--- src/source/coco_mem_params.svh ---
// widths, rom slot numbers, region bounds, floppy latch and warm-start addresses
`ifndef COCO_MEM_PARAMS_SVH
`define COCO_MEM_PARAMS_SVH

`define ROM_ADDR_BITS    13 // 8 KB rom slot
`define CART_ADDR_BITS   14 // 16 KB cartridge
`define RAM_ADDR_BITS    15 // 32 KB cpu ram
`define IOCTL_ADDR_BITS  17

// slot number comes from download address bits 16:13
`define ROM_SLOT_COUNT   10
`define SLOT_ROMA_TANDY  0
`define SLOT_ROM8_TANDY  1
`define SLOT_DISK_TANDY  2
`define SLOT_ROM8_DRAGON 3
`define SLOT_ROMA_DRAGON 4
`define SLOT_ROM8_D64_1  5
`define SLOT_ROMA_D64_1  6
`define SLOT_ROM8_D64_2  7
`define SLOT_ROMA_D64_2  8
`define SLOT_DISK_DRAGON 9

`define CART_MIN_SIZE    256 // anything bigger counts as a cartridge
`define WARM_START_ADDR  'h71

`define ROM8_BASE        16'h8000
`define ROMA_BASE        16'hA000
`define ROMC_BASE        16'hC000
`define IO_PAGE          8'hFF
`define FDC_LATCH_COCO   16'hFF40
`define FDC_LATCH_DRAGON 16'hFF48

`endif

--- src/source/coco_mem_pkg.sv ---
// shared bus structs, region enum and floppy control byte layouts
`include "coco_mem_params.svh"

package coco_mem_pkg;

	// static machine configuration
	typedef struct packed {
		logic dragon;
		logic mem64kb;
		logic disk_cart_enabled;
	} machine_cfg_t;

	typedef struct packed {
		logic [15:0] addr;
		logic        rw;    // 1 = read
		logic [7:0]  wdata;
		logic        e;     // E phase strobe
	} cpu_bus_t;

	// rom / cartridge download port
	typedef struct packed {
		logic [`IOCTL_ADDR_BITS-1:0] addr;
		logic [7:0]                  data;
		logic                        wr;
		logic                        download;
		logic                        cart;
		logic                        rom;
	} ioctl_t;

	typedef enum logic [2:0] {
		region_ram,
		region_rom8,
		region_roma,
		region_romc,
		region_pia0,
		region_pia1,
		region_io,
		region_none
	} region_t;

	// one-hot peripheral selects
	typedef struct packed {
		logic pia0;
		logic pia1;
		logic acia;
		logic fdc;
	} periph_sel_t;

	// pia1 port b bit 2 and its ddr bit
	typedef struct packed {
		logic ddr_b2;
		logic port_b2;
	} rom_bank_t;

	typedef struct packed {
		logic       halt_en;   // bit 7
		logic       drive_ds3; // fourth drive select
		logic       dden;
		logic       precomp;
		logic       motor;
		logic [2:0] drive_sel;
	} coco_fdc_ctrl_t;

	typedef struct packed {
		logic [1:0] unused;
		logic       nmi_en;
		logic       precomp;
		logic       dden;
		logic       motor;
		logic [1:0] drive_num;
	} dragon_fdc_ctrl_t;

	// same byte, decoded per machine
	typedef union packed {
		coco_fdc_ctrl_t   coco;
		dragon_fdc_ctrl_t dragon;
	} fdc_ctrl_u;

	typedef struct packed {
		logic [3:0] drive_sel; // one-hot
		logic       motor;
		logic       dden;
		logic       precomp;
	} fdc_drive_t;

endpackage

--- src/source/coco_addr_decode.sv ---
// map type 0 region decode and peripheral chip selects
`include "coco_mem_params.svh"

module coco_addr_decode (
	input  coco_mem_pkg::cpu_bus_t     bus,
	input  coco_mem_pkg::machine_cfg_t cfg,
	output coco_mem_pkg::region_t      region,
	output coco_mem_pkg::periph_sel_t  periph_sel
);

	logic dragon64;
	logic d64_acia; // dragon 64 puts the acia on address bit 2

	assign dragon64 = cfg.dragon & cfg.mem64kb;
	assign d64_acia = dragon64 & bus.addr[2];

	always_comb begin
		region = coco_mem_pkg::region_none;
		if (bus.addr < `ROM8_BASE)
			region = coco_mem_pkg::region_ram;
		else if (bus.addr < `ROMA_BASE)
			region = coco_mem_pkg::region_rom8;
		else if (bus.addr < `ROMC_BASE)
			region = coco_mem_pkg::region_roma;
		else if (bus.addr[15:8] != `IO_PAGE)
			region = coco_mem_pkg::region_romc;
		else begin
			// 32 byte windows in the ff page
			case (bus.addr[7:5])
				3'd0:    region = coco_mem_pkg::region_pia0;
				3'd1:    region = coco_mem_pkg::region_pia1;
				3'd2:    region = coco_mem_pkg::region_io;
				default: region = coco_mem_pkg::region_none;
			endcase
		end
	end

	always_comb begin
		periph_sel.pia0 = (region == coco_mem_pkg::region_pia0) & ~d64_acia;
		periph_sel.acia = (region == coco_mem_pkg::region_pia0) & d64_acia;
		periph_sel.pia1 = (region == coco_mem_pkg::region_pia1);
		// coco fdc at ff48-ff4f, dragon at ff40-ff43
		if (cfg.dragon)
			periph_sel.fdc = (region == coco_mem_pkg::region_io) & (bus.addr[4:2] == 3'b000);
		else
			periph_sel.fdc = (region == coco_mem_pkg::region_io) & (bus.addr[4:3] == 2'b01);
	end

endmodule

--- config.mk ---
export PLATFORM = sky130hd
export DESIGN_NAME = coco_addr_decode
export DESIGN_NICKNAME = d
export VERILOG_FILES = /design/src/source/coco_mem_pkg.sv /design/src/source/coco_addr_decode.sv
export VERILOG_INCLUDE_DIRS = /design/src /design/src/source
export SDC_FILE = /design/constraint.sdc
export NUM_CORES = 1
export LEC_CHECK = 0
export ABC_AREA = 1
export BUFFER_PORTS_ARGS = -buffer_cell sky130_fd_sc_hd__buf_2
export CAP_MARGIN = 10
export CORE_AREA = 4 4 41 43
export DETAILED_ROUTE_END_ITERATION = 10
export DIE_AREA = 0 0 45 47
export SYNTH_ARGS = -nofsm -noshare
export SYNTH_HDL_FRONTEND = slang
export SYNTH_SLANG_ARGS = --single-unit
--- constraint.sdc ---
create_clock -name vclk -period 1.3
set_input_delay 0.13 -clock vclk [all_inputs]
set_output_delay 0.13 -clock vclk [all_outputs]
set_load 0.02 [all_outputs]
==> metrics.cfg <==
[routing]
wl_per_cell_um=7.18
drt_iter0_drc=0
wl_um=531
wl_met3_um=42
vias=276
routed.top_layer=met3
route.met2.wl_um=279
met1_length_um=209
via_per_inst=3.73
drtAntennaViolNets=0
drt_pre_antenna_iters=1
drc_errors=0

[power_and_ir_drop]
leakage_uw=0.000203
power_uw=65.8
peakVddDrop_v=0.0000546
powerDensity_nw_per_um2=210

[cts]
cts-resized-gates=0
postCtsSetupBuffers=0
hold_buffers=0

[grt]
grt_pass1_wl_um=890
grt_overflow=0
track_usage=0.0519
grt_pass1_vias=251
antenna_found_initial=0
grt_max_degree=4

[sta]
fmax_ghz=0.931
fin_crit_ns=1.07
worst_pin_slew_ns=0.318
setup_viol=0
timing.setup.tns_ns=0
hold_viol=0
finalCritPeriodShare=0.827
rsz0062_at_grt=false
slew_headroom=0.786
finalMaxSlewViolations=0

[cells_and_area]
post-route-util=0.241
final_cell_area_um2=314
final-seq-area_um2=0
final_cell_mix=23 x buf_2, 9 x inv_1, 7 x nand2_1, 6 x nor2_1, 4 x nand3_1
final_common_cell=buf_2
n_antenna_cell=0
final_cells=74
area_delta_synth_final_pct=74.3
nClkBuffers=0
design.seq.count=0
fillerInstances=161
final_layout_size_suffix_gt1_frac=0.508
fin_nets=90

[critical_path]
cp_max_fo=3
path_cells=buf_2 -> nand2_1 -> nor2_2 -> nand2_2 -> nor2_4 -> nand3_2 -> nor2_1 -> buf_2
cp_slowest_cell=buf_2
crit_path_end_kind=output port
cp.required_ns=1.17
timing.critical_path.buf_inv=2
critPathKind=input port to output port
worst_setup_path_start_kind=input port
path_common_cell=buf_2
slowest_delay_ns=0.16
critPathTopFamily=simple AND/OR/NAND/NOR gates
crit_arrival_ns=0.94

[synth]
yosys.area.top_type=inv_1
yosys.area.top_type_share=0.188
syn_area_um2=180
yosys-top-cells-area=inv_1 19%, nand2_1 15%, nor2_1 13%
avgSynthCellArea_um2=5.00
synth_nets=65
yosysSeqAreaShare=0
synth_warnings=0
ys_types=11
syn_inst=36

[die]
fp.coreArea_um2=1300
die_w_um=45
ios=36
die_area_um2=2120
start_util=0.138
rows=13
die_h_um=47

[place]
hpwl_um=528
dp_cells=74
port-buffer-count=23
gp_congestion=0.594
placed_area_um2=314

[hold_path]
hold_depth=4
hp-class=input port to output port
whs_endpoint=periph_sel[1]
hold_start=cfg[1]

[run]
drv_cap=0

[outcome]
status=finished, final reports clean

layer usage:
layer | GRT usage | up-vias
met1 | 0.0674 | 114
li1 | - | 154
met5 | 0 | -
met3 | 0 | 0
met4 | 0 | 0
met2 | 0.102 | 8
metrics by stage:
stage	hold slack [ns]	setup slack [ns]
2_1_floorplan	0.423	0.208
3_3_place_gp	0.618	0.219
3_5_place_dp	0.621	0.205
4_1_cts	0.624	0.205
5_1_grt	0.670	0.107
6_report	0.618	0.226
synthesized netlist by cell type:
cell	n
nor2_4	2
o21a_1	1
inv_1	9
a21oi_1	1
a21boi_0	1
nand3_1	4
nand2_2	3
nand2_1	7
nand3_2	1
nor2_1	6
nor2_2	1
power by group:
group / internal (µW) / switching, µW / total [µW]
Combinational: 30.7 / 35.1 / 65.8
Clock: 0 / 0 / 0
Sequential: 0 / 0 / 0
Total: 30.7 / 35.1 / 65.8
worst max path at each step:
| stage | endpoint | startpoint | cells after the start | slack (ns) |
|---|---|---|---|---|
| after floorplan | periph_sel[2] | bus[25] | 6 | 0.21 |
| after global placement | periph_sel[1] | bus[25] | 8 | 0.22 |
| after detailed placement | periph_sel[3] | bus[25] | 8 | 0.21 |
| after CTS | periph_sel[3] | bus[25] | 8 | 0.20 |
| after global routing | periph_sel[3] | bus[25] | 8 | 0.11 |
| final | periph_sel[3] | bus[25] | 8 | 0.23 |
cells by family (layout without fill, tap and decap cells):
kind of cell / count (synthesis) / in the layout / synth area share
simple gates: 24 / 24 / 0.701
buf+inv: 9 / 32 / 0.187
compound gates: 3 / 3 / 0.111
cell type report:
type	instances	area, µm²	share of cell area
Multi-Input combinational cell	27	146	0.466
Timing Repair Buffer	23	115	0.367
Inverter	9	33.8	0.108
Tap cell	15	18.8	0.0598
worst min-delay path: stages:
cell	delay [ns]
buf_2	0.10
nand3_1	0.07
nor2_1	0.05
buf_2	0.14
Note: power is estimated with default switching activity, not from simulation.
