==> config.mk <==
export PLATFORM = sky130hd
export DESIGN_NAME = fdc_control
export DESIGN_NICKNAME = d
export VERILOG_FILES = /design/src/source/coco_mem_pkg.sv /design/src/source/fdc_control.sv
export VERILOG_INCLUDE_DIRS = /design/src /design/src/source
export SDC_FILE = /design/constraint.sdc
export NUM_CORES = 1
export LEC_CHECK = 0
export CAP_MARGIN = 20
export CELL_PAD_IN_SITES_DETAIL_PLACEMENT = 0
export CELL_PAD_IN_SITES_GLOBAL_PLACEMENT = 1
export CORE_MARGIN = 2
export CORE_UTILIZATION = 41
export DETAILED_ROUTE_END_ITERATION = 8
export DONT_BUFFER_PORTS = 1
export GPL_ROUTABILITY_DRIVEN = 0
export HOLD_SLACK_MARGIN = 0.02
export PLACE_DENSITY_LB_ADDON = 0.12
export SETUP_SLACK_MARGIN = 0.5
export SLEW_MARGIN = 20
export SYNTH_ARGS = -nofsm -noshare
export SYNTH_HDL_FRONTEND = slang
export SYNTH_SLANG_ARGS = --single-unit
==> constraint.sdc <==
create_clock -name clk -period 2 [get_ports clk]
set_input_delay 0.4 -clock clk [delete_from_list [all_inputs] [get_ports clk]]
set_output_delay 0.4 -clock clk [all_outputs]
set_load 0.02 [all_outputs]
==> src/source/coco_mem_params.svh <==
// widths, rom slot numbers, region bounds, floppy latch and warm-start addresses
`ifndef COCO_MEM_PARAMS_SVH
`define COCO_MEM_PARAMS_SVH

`define ROM_ADDR_BITS    13 // 8 KB rom slot
`define CART_ADDR_BITS   14 // 16 KB cartridge
`define RAM_ADDR_BITS    15 // 32 KB cpu ram
`define IOCTL_ADDR_BITS  17

// slot number comes from download address bits 16:13
`define ROM_SLOT_COUNT   10
`define SLOT_ROMA_TANDY  0
`define SLOT_ROM8_TANDY  1
`define SLOT_DISK_TANDY  2
`define SLOT_ROM8_DRAGON 3
`define SLOT_ROMA_DRAGON 4
`define SLOT_ROM8_D64_1  5
`define SLOT_ROMA_D64_1  6
`define SLOT_ROM8_D64_2  7
`define SLOT_ROMA_D64_2  8
`define SLOT_DISK_DRAGON 9

`define CART_MIN_SIZE    256 // anything bigger counts as a cartridge
`define WARM_START_ADDR  'h71

`define ROM8_BASE        16'h8000
`define ROMA_BASE        16'hA000
`define ROMC_BASE        16'hC000
`define IO_PAGE          8'hFF
`define FDC_LATCH_COCO   16'hFF40
`define FDC_LATCH_DRAGON 16'hFF48

`endif

==> src/source/coco_mem_pkg.sv <==
// shared bus structs, region enum and floppy control byte layouts
`include "coco_mem_params.svh"

package coco_mem_pkg;

	// static machine configuration
	typedef struct packed {
		logic dragon;
		logic mem64kb;
		logic disk_cart_enabled;
	} machine_cfg_t;

	typedef struct packed {
		logic [15:0] addr;
		logic        rw;    // 1 = read
		logic [7:0]  wdata;
		logic        e;     // E phase strobe
	} cpu_bus_t;

	// rom / cartridge download port
	typedef struct packed {
		logic [`IOCTL_ADDR_BITS-1:0] addr;
		logic [7:0]                  data;
		logic                        wr;
		logic                        download;
		logic                        cart;
		logic                        rom;
	} ioctl_t;

	typedef enum logic [2:0] {
		region_ram,
		region_rom8,
		region_roma,
		region_romc,
		region_pia0,
		region_pia1,
		region_io,
		region_none
	} region_t;

	// one-hot peripheral selects
	typedef struct packed {
		logic pia0;
		logic pia1;
		logic acia;
		logic fdc;
	} periph_sel_t;

	// pia1 port b bit 2 and its ddr bit
	typedef struct packed {
		logic ddr_b2;
		logic port_b2;
	} rom_bank_t;

	typedef struct packed {
		logic       halt_en;   // bit 7
		logic       drive_ds3; // fourth drive select
		logic       dden;
		logic       precomp;
		logic       motor;
		logic [2:0] drive_sel;
	} coco_fdc_ctrl_t;

	typedef struct packed {
		logic [1:0] unused;
		logic       nmi_en;
		logic       precomp;
		logic       dden;
		logic       motor;
		logic [1:0] drive_num;
	} dragon_fdc_ctrl_t;

	// same byte, decoded per machine
	typedef union packed {
		coco_fdc_ctrl_t   coco;
		dragon_fdc_ctrl_t dragon;
	} fdc_ctrl_u;

	typedef struct packed {
		logic [3:0] drive_sel; // one-hot
		logic       motor;
		logic       dden;
		logic       precomp;
	} fdc_drive_t;

endpackage

==> src/source/fdc_control.sv <==
// floppy control latch with coco and dragon layouts, nmi and halt generation
`include "coco_mem_params.svh"

module fdc_control (
	input  logic                       clk,
	input  logic                       reset_n,
	input  coco_mem_pkg::cpu_bus_t     bus,
	input  coco_mem_pkg::machine_cfg_t cfg,
	input  coco_mem_pkg::region_t      region,
	input  logic                       fdc_irq,
	input  logic                       fdc_drq,
	output coco_mem_pkg::fdc_drive_t   drive,
	output logic                       nmi,
	output logic                       halt
);

	coco_mem_pkg::fdc_ctrl_u  wr_ctrl;
	coco_mem_pkg::fdc_drive_t next_drive;
	logic                     next_nmi_en;
	logic                     next_halt_en;
	logic                     nmi_en;   // dragon only
	logic                     halt_en;  // coco only
	logic                     latch_we;

	assign wr_ctrl = bus.wdata;

	assign latch_we = bus.e & ~bus.rw & (region == coco_mem_pkg::region_io) &
		(bus.addr == (cfg.dragon ? `FDC_LATCH_DRAGON : `FDC_LATCH_COCO));

	always_comb begin
		if (cfg.dragon) begin
			next_drive.drive_sel = 4'b0001 << wr_ctrl.dragon.drive_num;
			next_drive.motor     = wr_ctrl.dragon.motor;
			next_drive.dden      = wr_ctrl.dragon.dden;
			next_drive.precomp   = wr_ctrl.dragon.precomp;
			next_nmi_en          = wr_ctrl.dragon.nmi_en;
			next_halt_en         = 1'b0;
		end else begin
			next_drive.drive_sel = {wr_ctrl.coco.drive_ds3, wr_ctrl.coco.drive_sel};
			next_drive.motor     = wr_ctrl.coco.motor;
			next_drive.dden      = wr_ctrl.coco.dden;
			next_drive.precomp   = wr_ctrl.coco.precomp;
			next_nmi_en          = 1'b0;
			next_halt_en         = wr_ctrl.coco.halt_en;
		end
	end

	always_ff @(posedge clk) begin
		if (!reset_n) begin
			drive   <= '0;
			nmi_en  <= 1'b0;
			halt_en <= 1'b0;
		end else begin
			if (latch_we) begin
				drive   <= next_drive;
				nmi_en  <= next_nmi_en;
				halt_en <= next_halt_en;
			end
			if (fdc_irq)
				halt_en <= 1'b0; // command done, release the cpu
		end
	end

	assign nmi  = fdc_irq & (cfg.dragon ? nmi_en : drive.dden);
	assign halt = ~cfg.dragon & halt_en & ~fdc_drq; // stall until data request

endmodule

==> results.toml, run 1 <==
[setup_path]
worstPathRequired_ns = 1.60
cp_max_fo = 3
r2r-start = "drive[4]"
rr_worst_depth = 2
startpoint = "drive[1]"
cp.arrival_ns = 1.01
start_kind = "register"
r2r_slack_ns = 1.15
end_kind = "primary output"
critPathKind = "reg -> out"

[sta]
slew_headroom_pct = 83.0
rsz0062_at_grt = "no"
setup_viol = 0
finalClockSkew_ns = 0
worst_slack_ns = 0.590
finalHoldViolations = 0
fin_crit_ns = 1.41
fin_crit_sh_pct = 70.5
tightest_slew_ns = 0.254
tns_ns = 0
clock.fmax_ghz = 0.709
maxSlewViolCount = 0

[detailed_routing]
drt_first_iter_violations = 1
vias = 453
routedWlPerCell_um = 16.9
dr.pass1.iters = 2
wirelength_um = 1250
viasPerCell = 6.12
route.detailed.drc = 0
final_antenna_net_count = 0

[pwr]
p_int_uw = 269
p_clk_share_pct = 41.0
power_density_mw_per_mm2 = 593
p_leak_uw = 0.000215
irDropWorstVdd_v = 0.000222
p_sw_uw = 73.5
pwr-share-seq_pct = 52.2
p_sw_share_pct = 21.4
p_comb_share_pct = 6.8

[cts]
path_clk_slew_ns = 0.06
clock_tree.root_cell = "clkbuf_4"
clock_path_buffers = 2
htree_levels = 1
cts_sinks = 9
cts_tree = "done"
postCtsSetupRepairBufs = 0
clk-insertion-delay-late_ns = 0.25
cts_made_buffers = 3

[place]
io_buffers = 0
place_ws_ns = 0.317
dp_hpwl_um = 1010

[yosys]
netlist_area_um2 = 536
syn_area_per_cell_um2 = 9.56
synth.distinct_cells = 22
synth_seq_area_share_pct = 33.6
synth_warnings = 0
netlist_instances = 56
synth_xor_area_share_pct = 1.64
synth_edf_count = 0
muxShareOfSynthArea_pct = 16.8
synth_fp_nets = 92
synth_top_family_by_area = "simple AND/OR/NAND/NOR gates"
postSynth.asyncResetShare_pct = 0
synthSimpleGateAreaFrac_pct = 26.4
synth_ff_type = "dfxtp_1"
ys_ff_latch = 9
synth_compound_area_share_pct = 16.6
synth_fa_ha_area_share_pct = 0

[global_route]
grt_usage_pct = 16.2
grt_start_max_net_pins = 14
grt_pass1_vias = 420
overflow = 0
grt_pass1_wl_um = 1680
antenna_found_initial = 0

[floorplanning]
die_y_um = 40.1
start_util_pct = 42.8
boundaryPins = 45
dieArea_mm2 = 0.00161
die_x_um = 40.1
num_rows = 13
core_mm2 = 0.00125

[cells_and_area]
mostFrequentLayoutCells = "mux2i_1, dfxtp_1, a21oi_1, a311oi_1, nand2_1"
final_common_cell = "mux2i_1"
final_nets = 96
syn_to_final_growth_pct = 7.94
diodes = 0
n_fill_cell = 133
fin_util_pct = 46.2
drive_gt1_share_pct = 16.9

[run_status]
status = "finished, final reports clean"

[job]
maxCapViolations = 0

[worst_hold_path]
hold_depth = 2
hold_start = "bus[5]"
hold_class = "in -> reg"
[timing repair]
action | 4_1_cts | 5_1_grt
resized for setup | 2 | 1
pin swaps | 0 | 0
hold buffers | 0 | 0
setup endpoints to repair | 1 | 7
[synth_stat cells, types with 2 or more instances]
cell      n  area, um^2
a311oi_1  6        52.6
a21oi_1   6        30.0
nand2_1   4        15.0
nor2_1    2        7.51
mux2i_1   9        90.1
dfxtp_1   9         180
nand4_1   2        12.5
nor2b_1   4        25.0
[worst paths after layout]
path,endpoint
worst max-delay path,nmi
worst min-delay path,drive[0]
worst max register to register,drive[4]
worst min register to register,nmi_en
[cells by family after synthesis]
kind of cell | count (synthesis)
simple gates | 20
compound gates | 13
mux | 9
flops | 9
buf+inv | 4
xor+xnor | 1
[flip-flops by register name, indices dropped and copies added, names as in the netlist]
register	count
halt_en	1
nmi_en	1
drive	7
[worst max-delay path: stages (launching register included)]
cell	delay, ns
dfxtp_2	0.40
mux2i_1	0.11
nor2b_2	0.24
[final cells by class]
cell class	instances	area [um^2]	share of cell area [%]
Clock buffer	4	26.3	4.55
Inverter	1	3.75	0.649
Multi-Input combinational cell	43	333	57.6
Sequential cell	9	181	31.4
Tap cell	15	18.8	3.25
Timing Repair Buffer	2	15.0	2.60
[power by group through the flow]
| stage | Combinational (uW) | Sequential, uW | Clock (uW) |
|---|---|---|---|
| global route | 25.1 | 179 | 159 |
| CTS | 23.7 | 179 | 147 |
| detailed placement | 23.6 | 183 | 0 |
| finish | 23.3 | 179 | 141 |
| floorplan | 24.3 | 183 | 0 |
| global placement | 22.4 | 183 | 0 |
[through the flow]
step                      area [um^2]  instances  hold WS, ns  power [uW]
after CTS                         577         74        0.277         350
final                             578         74        0.290         343
after global placement            547         70        0.446         206
after floorplan                   537         56        0.438         208
after global routing              578         74        0.289         363
after detailed placement          547         70        0.468         207
[per-layer routing]
metal,global-route usage [%],wire [um],vias to the layer above
met2,27.0,630,24
met1,17.4,492,205
met3,8.33,124,0
met5,0,0,-
met4,5.17,0,0
li1,-,-,224
No activity file was read; power rests on OpenSTA's default activity.
==> inputs of run 2 (changes only) <==
--- a/config.mk
+++ b/config.mk
@@ -10,7 +10,7 @@
 export CELL_PAD_IN_SITES_DETAIL_PLACEMENT = 0
 export CELL_PAD_IN_SITES_GLOBAL_PLACEMENT = 1
 export CORE_MARGIN = 2
-export CORE_UTILIZATION = 41
+export CORE_UTILIZATION = 35
 export DETAILED_ROUTE_END_ITERATION = 8
 export DONT_BUFFER_PORTS = 1
 export GPL_ROUTABILITY_DRIVEN = 0
==> constraint.sdc (replaced) <==
create_clock -name clk -period 1.23 [get_ports clk]
set_input_delay 0.246 -clock clk [delete_from_list [all_inputs] [get_ports clk]]
set_output_delay 0.246 -clock clk [all_outputs]
set_load 0.02 [all_outputs]
==> results.toml, run 2 (synthesized netlist as in run 1, its figures left out) <==
[run_status]
status = "finished, final reports clean"

[worst_hold_path]
hold_start = "bus[5]"
hold_class = "in -> reg"
worst_hold_path.endpoint = "drive[0]"
hold_depth = 2

[setup_path]
start_kind = "register"
r2r-start = "drive[1]"
r2r_slack_ns = 0.44
cp_max_fo = 2
end_kind = "primary output"
critPathKind = "reg -> out"
worstPathRequired_ns = 0.98
rr_worst_depth = 3
rr_endpoint = "drive[1]"
cp.arrival_ns = 0.89
startpoint = "nmi_en"

[floorplanning]
die_y_um = 43.1
die_x_um = 43.1
core_mm2 = 0.00147
num_rows = 14
start_util_pct = 36.4
dieArea_mm2 = 0.00186
boundaryPins = 45

[job]
maxCapViolations = 0

[detailed_routing]
final_antenna_net_count = 0
wirelength_um = 1230
routedWlPerCell_um = 15.4
vias = 476
viasPerCell = 5.95
dr.pass1.iters = 1
route.detailed.drc = 0
drt_first_iter_violations = 0

[sta]
fin_crit_ns = 1.13
finalHoldViolations = 0
tightest_slew_ns = 0.318
setup_viol = 0
finalClockSkew_ns = 0
maxSlewViolCount = 0
slew_headroom_pct = 78.6
fin_crit_sh_pct = 92.2
clock.fmax_ghz = 0.882
tns_ns = 0
rsz0062_at_grt = "yes"

[pwr]
p_sw_uw = 112
p_comb_share_pct = 8.0
pwr-share-seq_pct = 51.3
p_int_uw = 430
p_clk_share_pct = 40.7
p_leak_uw = 0.000285
p_sw_share_pct = 20.7
power_density_mw_per_mm2 = 781
irDropWorstVdd_v = 0.000482

[place]
numPlacedInstances = 76
post_dp_cell_area_um2 = 607
dp_hpwl_um = 953
io_buffers = 0

[global_route]
grt_pass1_wl_um = 2040
use_met1_pct = 17.8
met3_usage_pct = 5.53
overflow = 0
grt_start_max_net_pins = 13
grt_pass1_vias = 485
grt_util_met2_pct = 21.5
gr-max-usage-layer = "met2"
antenna_found_initial = 0
grt_usage_pct = 14.6

[cts]
cts_made_buffers = 3
clk-insertion-delay-late_ns = 0.25
clock_path_buffers = 2
htree_levels = 1
clock_tree.root_cell = "clkbuf_4"
cts_tree = "done"
path_clk_slew_ns = 0.06
cts_sinks = 9

[cells_and_area]
final_common_cell = "mux2i_1"
syn_to_final_growth_pct = 29.7
largest_register_ffs = 7
final_nets = 101
instances_no_fill = 80
drive_gt1_share_pct = 42.2
regMostFlops = "drive"
reg_top3 = "drive: 7 flops, halt_en: 1 flops, nmi_en: 1 flops"
final_area_um2 = 694
mostFrequentLayoutCells = "mux2i_1, a21oi_1, a311oi_1, dfxtp_4, buf_4"
diodes = 0
[run 2: changes by cell type in the layout (fill, tap and decap cells not counted), sizes merged]
cell | before | now
buf | 2 | 7
[run 2: power groups by stage]
stage / clock network (uW) / logic (uW) / registers, uW
after CTS: 227 / 43.5 / 278
after floorplan: 0 / 42.5 / 298
after detailed placement: 0 / 41.7 / 298
final: 221 / 43.3 / 278
after global routing: 249 / 46.9 / 278
after global placement: 0 / 41.0 / 298
[run 2: metrics by stage]
step | utilization (%) | hold slack (ns) | total power, uW | setup WS, ns
floorplan | - | 0.385 | 340 | 0.00844
global placement | 41.2 | 0.389 | 339 | -0.0251
detailed placement | 41.2 | 0.398 | 340 | -0.0642
CTS | 46.8 | 0.131 | 548 | 0.0869
global route | 47.2 | 0.125 | 573 | 0.0585
finish | 47.2 | 0.133 | 542 | 0.0963
[run 2: how the worst max path moves through the flow]
stage | end | slack, ns | depth (start not counted)
finish | nmi | 0.1 | 2
global placement | drive[1] | -0.03 | 5
global route | nmi | 0.06 | 2
CTS | nmi | 0.09 | 2
floorplan | drive[1] | 0.008 | 5
detailed placement | drive[4] | -0.06 | 5
[run 2: routing by layer]
metal / wire length, um / vias to the layer above
met4: 10 / 0
met2: 573 / 28
met5: 0 / -
met1: 497 / 213
li1: - / 233
met3: 152 / 2
[run 2: area by class of cell]
| cell class | instances | area (um^2) |
|---|---|---|
| Multi-Input combinational cell | 43 | 374 |
| Sequential cell | 9 | 206 |
| Inverter | 1 | 3.75 |
| Tap cell | 16 | 20.0 |
| Fill cell | 147 | 777 |
| Timing Repair Buffer | 7 | 63.8 |
| Clock buffer | 4 | 26.3 |
[run 2: what timing repair did]
action / 4_1_cts / 5_1_grt
cloned: 0 / 0
setup endpoints to repair: 18 / 18
buffers inserted: 0 / 0
pin swaps: 2 / 0
resized for setup: 20 / 3
hold buffers: 0 / 0
[run 2: critical path: stages (launching register included)]
cell     delay (ns)
dfxtp_2        0.32
mux2i_1        0.07
nor2b_2        0.24
==> inputs of run 3 (changes only) <==
--- a/config.mk
+++ b/config.mk
@@ -17,6 +17,7 @@
 export HOLD_SLACK_MARGIN = 0.02
 export PLACE_DENSITY_LB_ADDON = 0.12
 export SETUP_SLACK_MARGIN = 0.5
+export SKIP_CTS_REPAIR_TIMING = 1
 export SLEW_MARGIN = 20
 export SYNTH_ARGS = -nofsm -noshare
 export SYNTH_HDL_FRONTEND = slang
==> constraint.sdc (replaced) <==
create_clock -name clk -period 1.23 [get_ports clk]
set_input_delay 0.123 -clock clk [delete_from_list [all_inputs] [get_ports clk]]
set_output_delay 0.123 -clock clk [all_outputs]
set_load 0.005 [all_outputs]
==> results.toml, run 3 (synthesized netlist as in run 1, its figures left out) <==
[run_status]
status = "finished with violations"
violations = "negative hold slack"

[global_route]
grt_pass1_wl_um = 1970
grt_pass1_vias = 476
antenna_found_initial = 0
overflow = 0
grt_start_max_net_pins = 13
grt_usage_pct = 14.5

[cells_and_area]
regMostFlops = "drive"
mostFrequentLayoutCells = "mux2i_1, dfxtp_2, a21oi_1, a311oi_1, nor2b_1"
syn_to_final_growth_pct = 22.7
largest_register_ffs = 7
instances_no_fill = 79
drive_gt1_share_pct = 33.3
diodes = 0
reg_top3 = "drive: 7 flops, halt_en: 1 flops, nmi_en: 1 flops"
final_nets = 100
final_common_cell = "mux2i_1"

[setup_path]
worstPathRequired_ns = 1.11
start_kind = "register"
critPathKind = "reg -> out"
startpoint = "drive[1]"
r2r-start = "drive[4]"
r2r_slack_ns = 0.55
critical_path.cell_chain = "mux2i_1, nor2b_1"
crit_path_max_incr_delay_ns = 0.35
cp_max_fo = 3
path_buf_inv = 0
cp.arrival_ns = 0.85
crit_slowest_cell = "dfxtp_2"
cpLargestDelayFamily = "flip-flops"
end_kind = "primary output"

[sta]
finalClockSkew_ns = 0
setup_viol = 0
slew_headroom_pct = 78.7
fin_crit_sh_pct = 79.0
tightest_slew_ns = 0.317
maxSlewViolCount = 0
finalHoldViolations = 1
tns_ns = 0
clock.fmax_ghz = 1.03
whs_ns = -0.00106
rsz0062_at_grt = "yes"
fin_crit_ns = 0.971

[detailed_routing]
final_antenna_net_count = 0
route.met2.wl_um = 542
routedWlPerCell_um = 15.3
highest_layer = "met4"
dr.pass1.iters = 1
route.detailed.drc = 0
drt_first_iter_violations = 0
drt-met1-wl_um = 469
wirelength_um = 1210
vias = 472
viasPerCell = 5.97
wl_met3_um = 163

[cts]
clock_path_buffers = 2
cts_sinks = 9
clock_tree.root_cell = "clkbuf_4"
htree_levels = 1
clk-insertion-delay-late_ns = 0.27
cts_made_buffers = 3
path_clk_slew_ns = 0.07
cts_tree = "done"

[floorplanning]
start_util_pct = 36.4
boundaryPins = 45
num_rows = 14
die_y_um = 43.1
core_mm2 = 0.00147
die_x_um = 43.1
dieArea_mm2 = 0.00186

[worst_hold_path]
hold_start = "reset_n"
hold_class = "in -> reg"

[job]
maxCapViolations = 0

[pwr]
irDropWorstVdd_v = 0.000565
p_leak_uw = 0.000252
power_density_mw_per_mm2 = 884

[place]
numPlacedInstances = 72
io_buffers = 0
## run 3: power by group
group / internal (uW) / leakage, uW / switching, uW / total [uW]
Sequential: 291 / 0.0000766 / 0.000205 / 291
Combinational: 29.8 / 0.000158 / 17.7 / 47.5
Clock: 121 / 0.0000177 / 122 / 243
Total: 441 / 0.000252 / 140 / 581
## run 3: per-stage QoR
step           power, uW  hold slack (ns)  utilization (%)  setup slack [ns]  area [um^2]
2_1_floorplan        339            0.262                -             0.138          554
4_1_cts              577         -0.00674             41.4             0.196          609
5_1_grt              603           0.0220             44.6             0.197          657
3_3_place_gp         336            0.266             39.5            0.0945          582
3_5_place_dp         337            0.277             39.5            0.0584          582
6_report             581         -0.00106             44.6             0.259          657
## run 3: worst register-to-register path, stage by stage (launching register included)
cell,delay [ns]
dfxtp_2,0.34
a21oi_1,0.04
a311oi_1,0.20
## run 3: cell type report
type / instances / area (um^2)
Timing Repair Buffer: 6 / 65.1
Clock inverter: 1 / 5.00
Multi-Input combinational cell: 43 / 350
Fill cell: 154 / 815
Sequential cell: 9 / 190
Inverter: 1 / 3.75
Tap cell: 16 / 20.0
Clock buffer: 3 / 22.5
## run 3: per-layer routing
layer  vias to the layer above  GRT usage (%)
li1                        232              -
met1                       207           13.6
met2                        29           24.2
met3                         4           6.38
met4                         0           10.9
met5                         -              0
## run 3: final timing paths
path / depth (start not counted) / to
hold reg to reg: 2 / nmi_en
setup reg to reg: 2 / drive[4]
setup / recovery: 2 / nmi
hold / removal: 2 / drive[0]
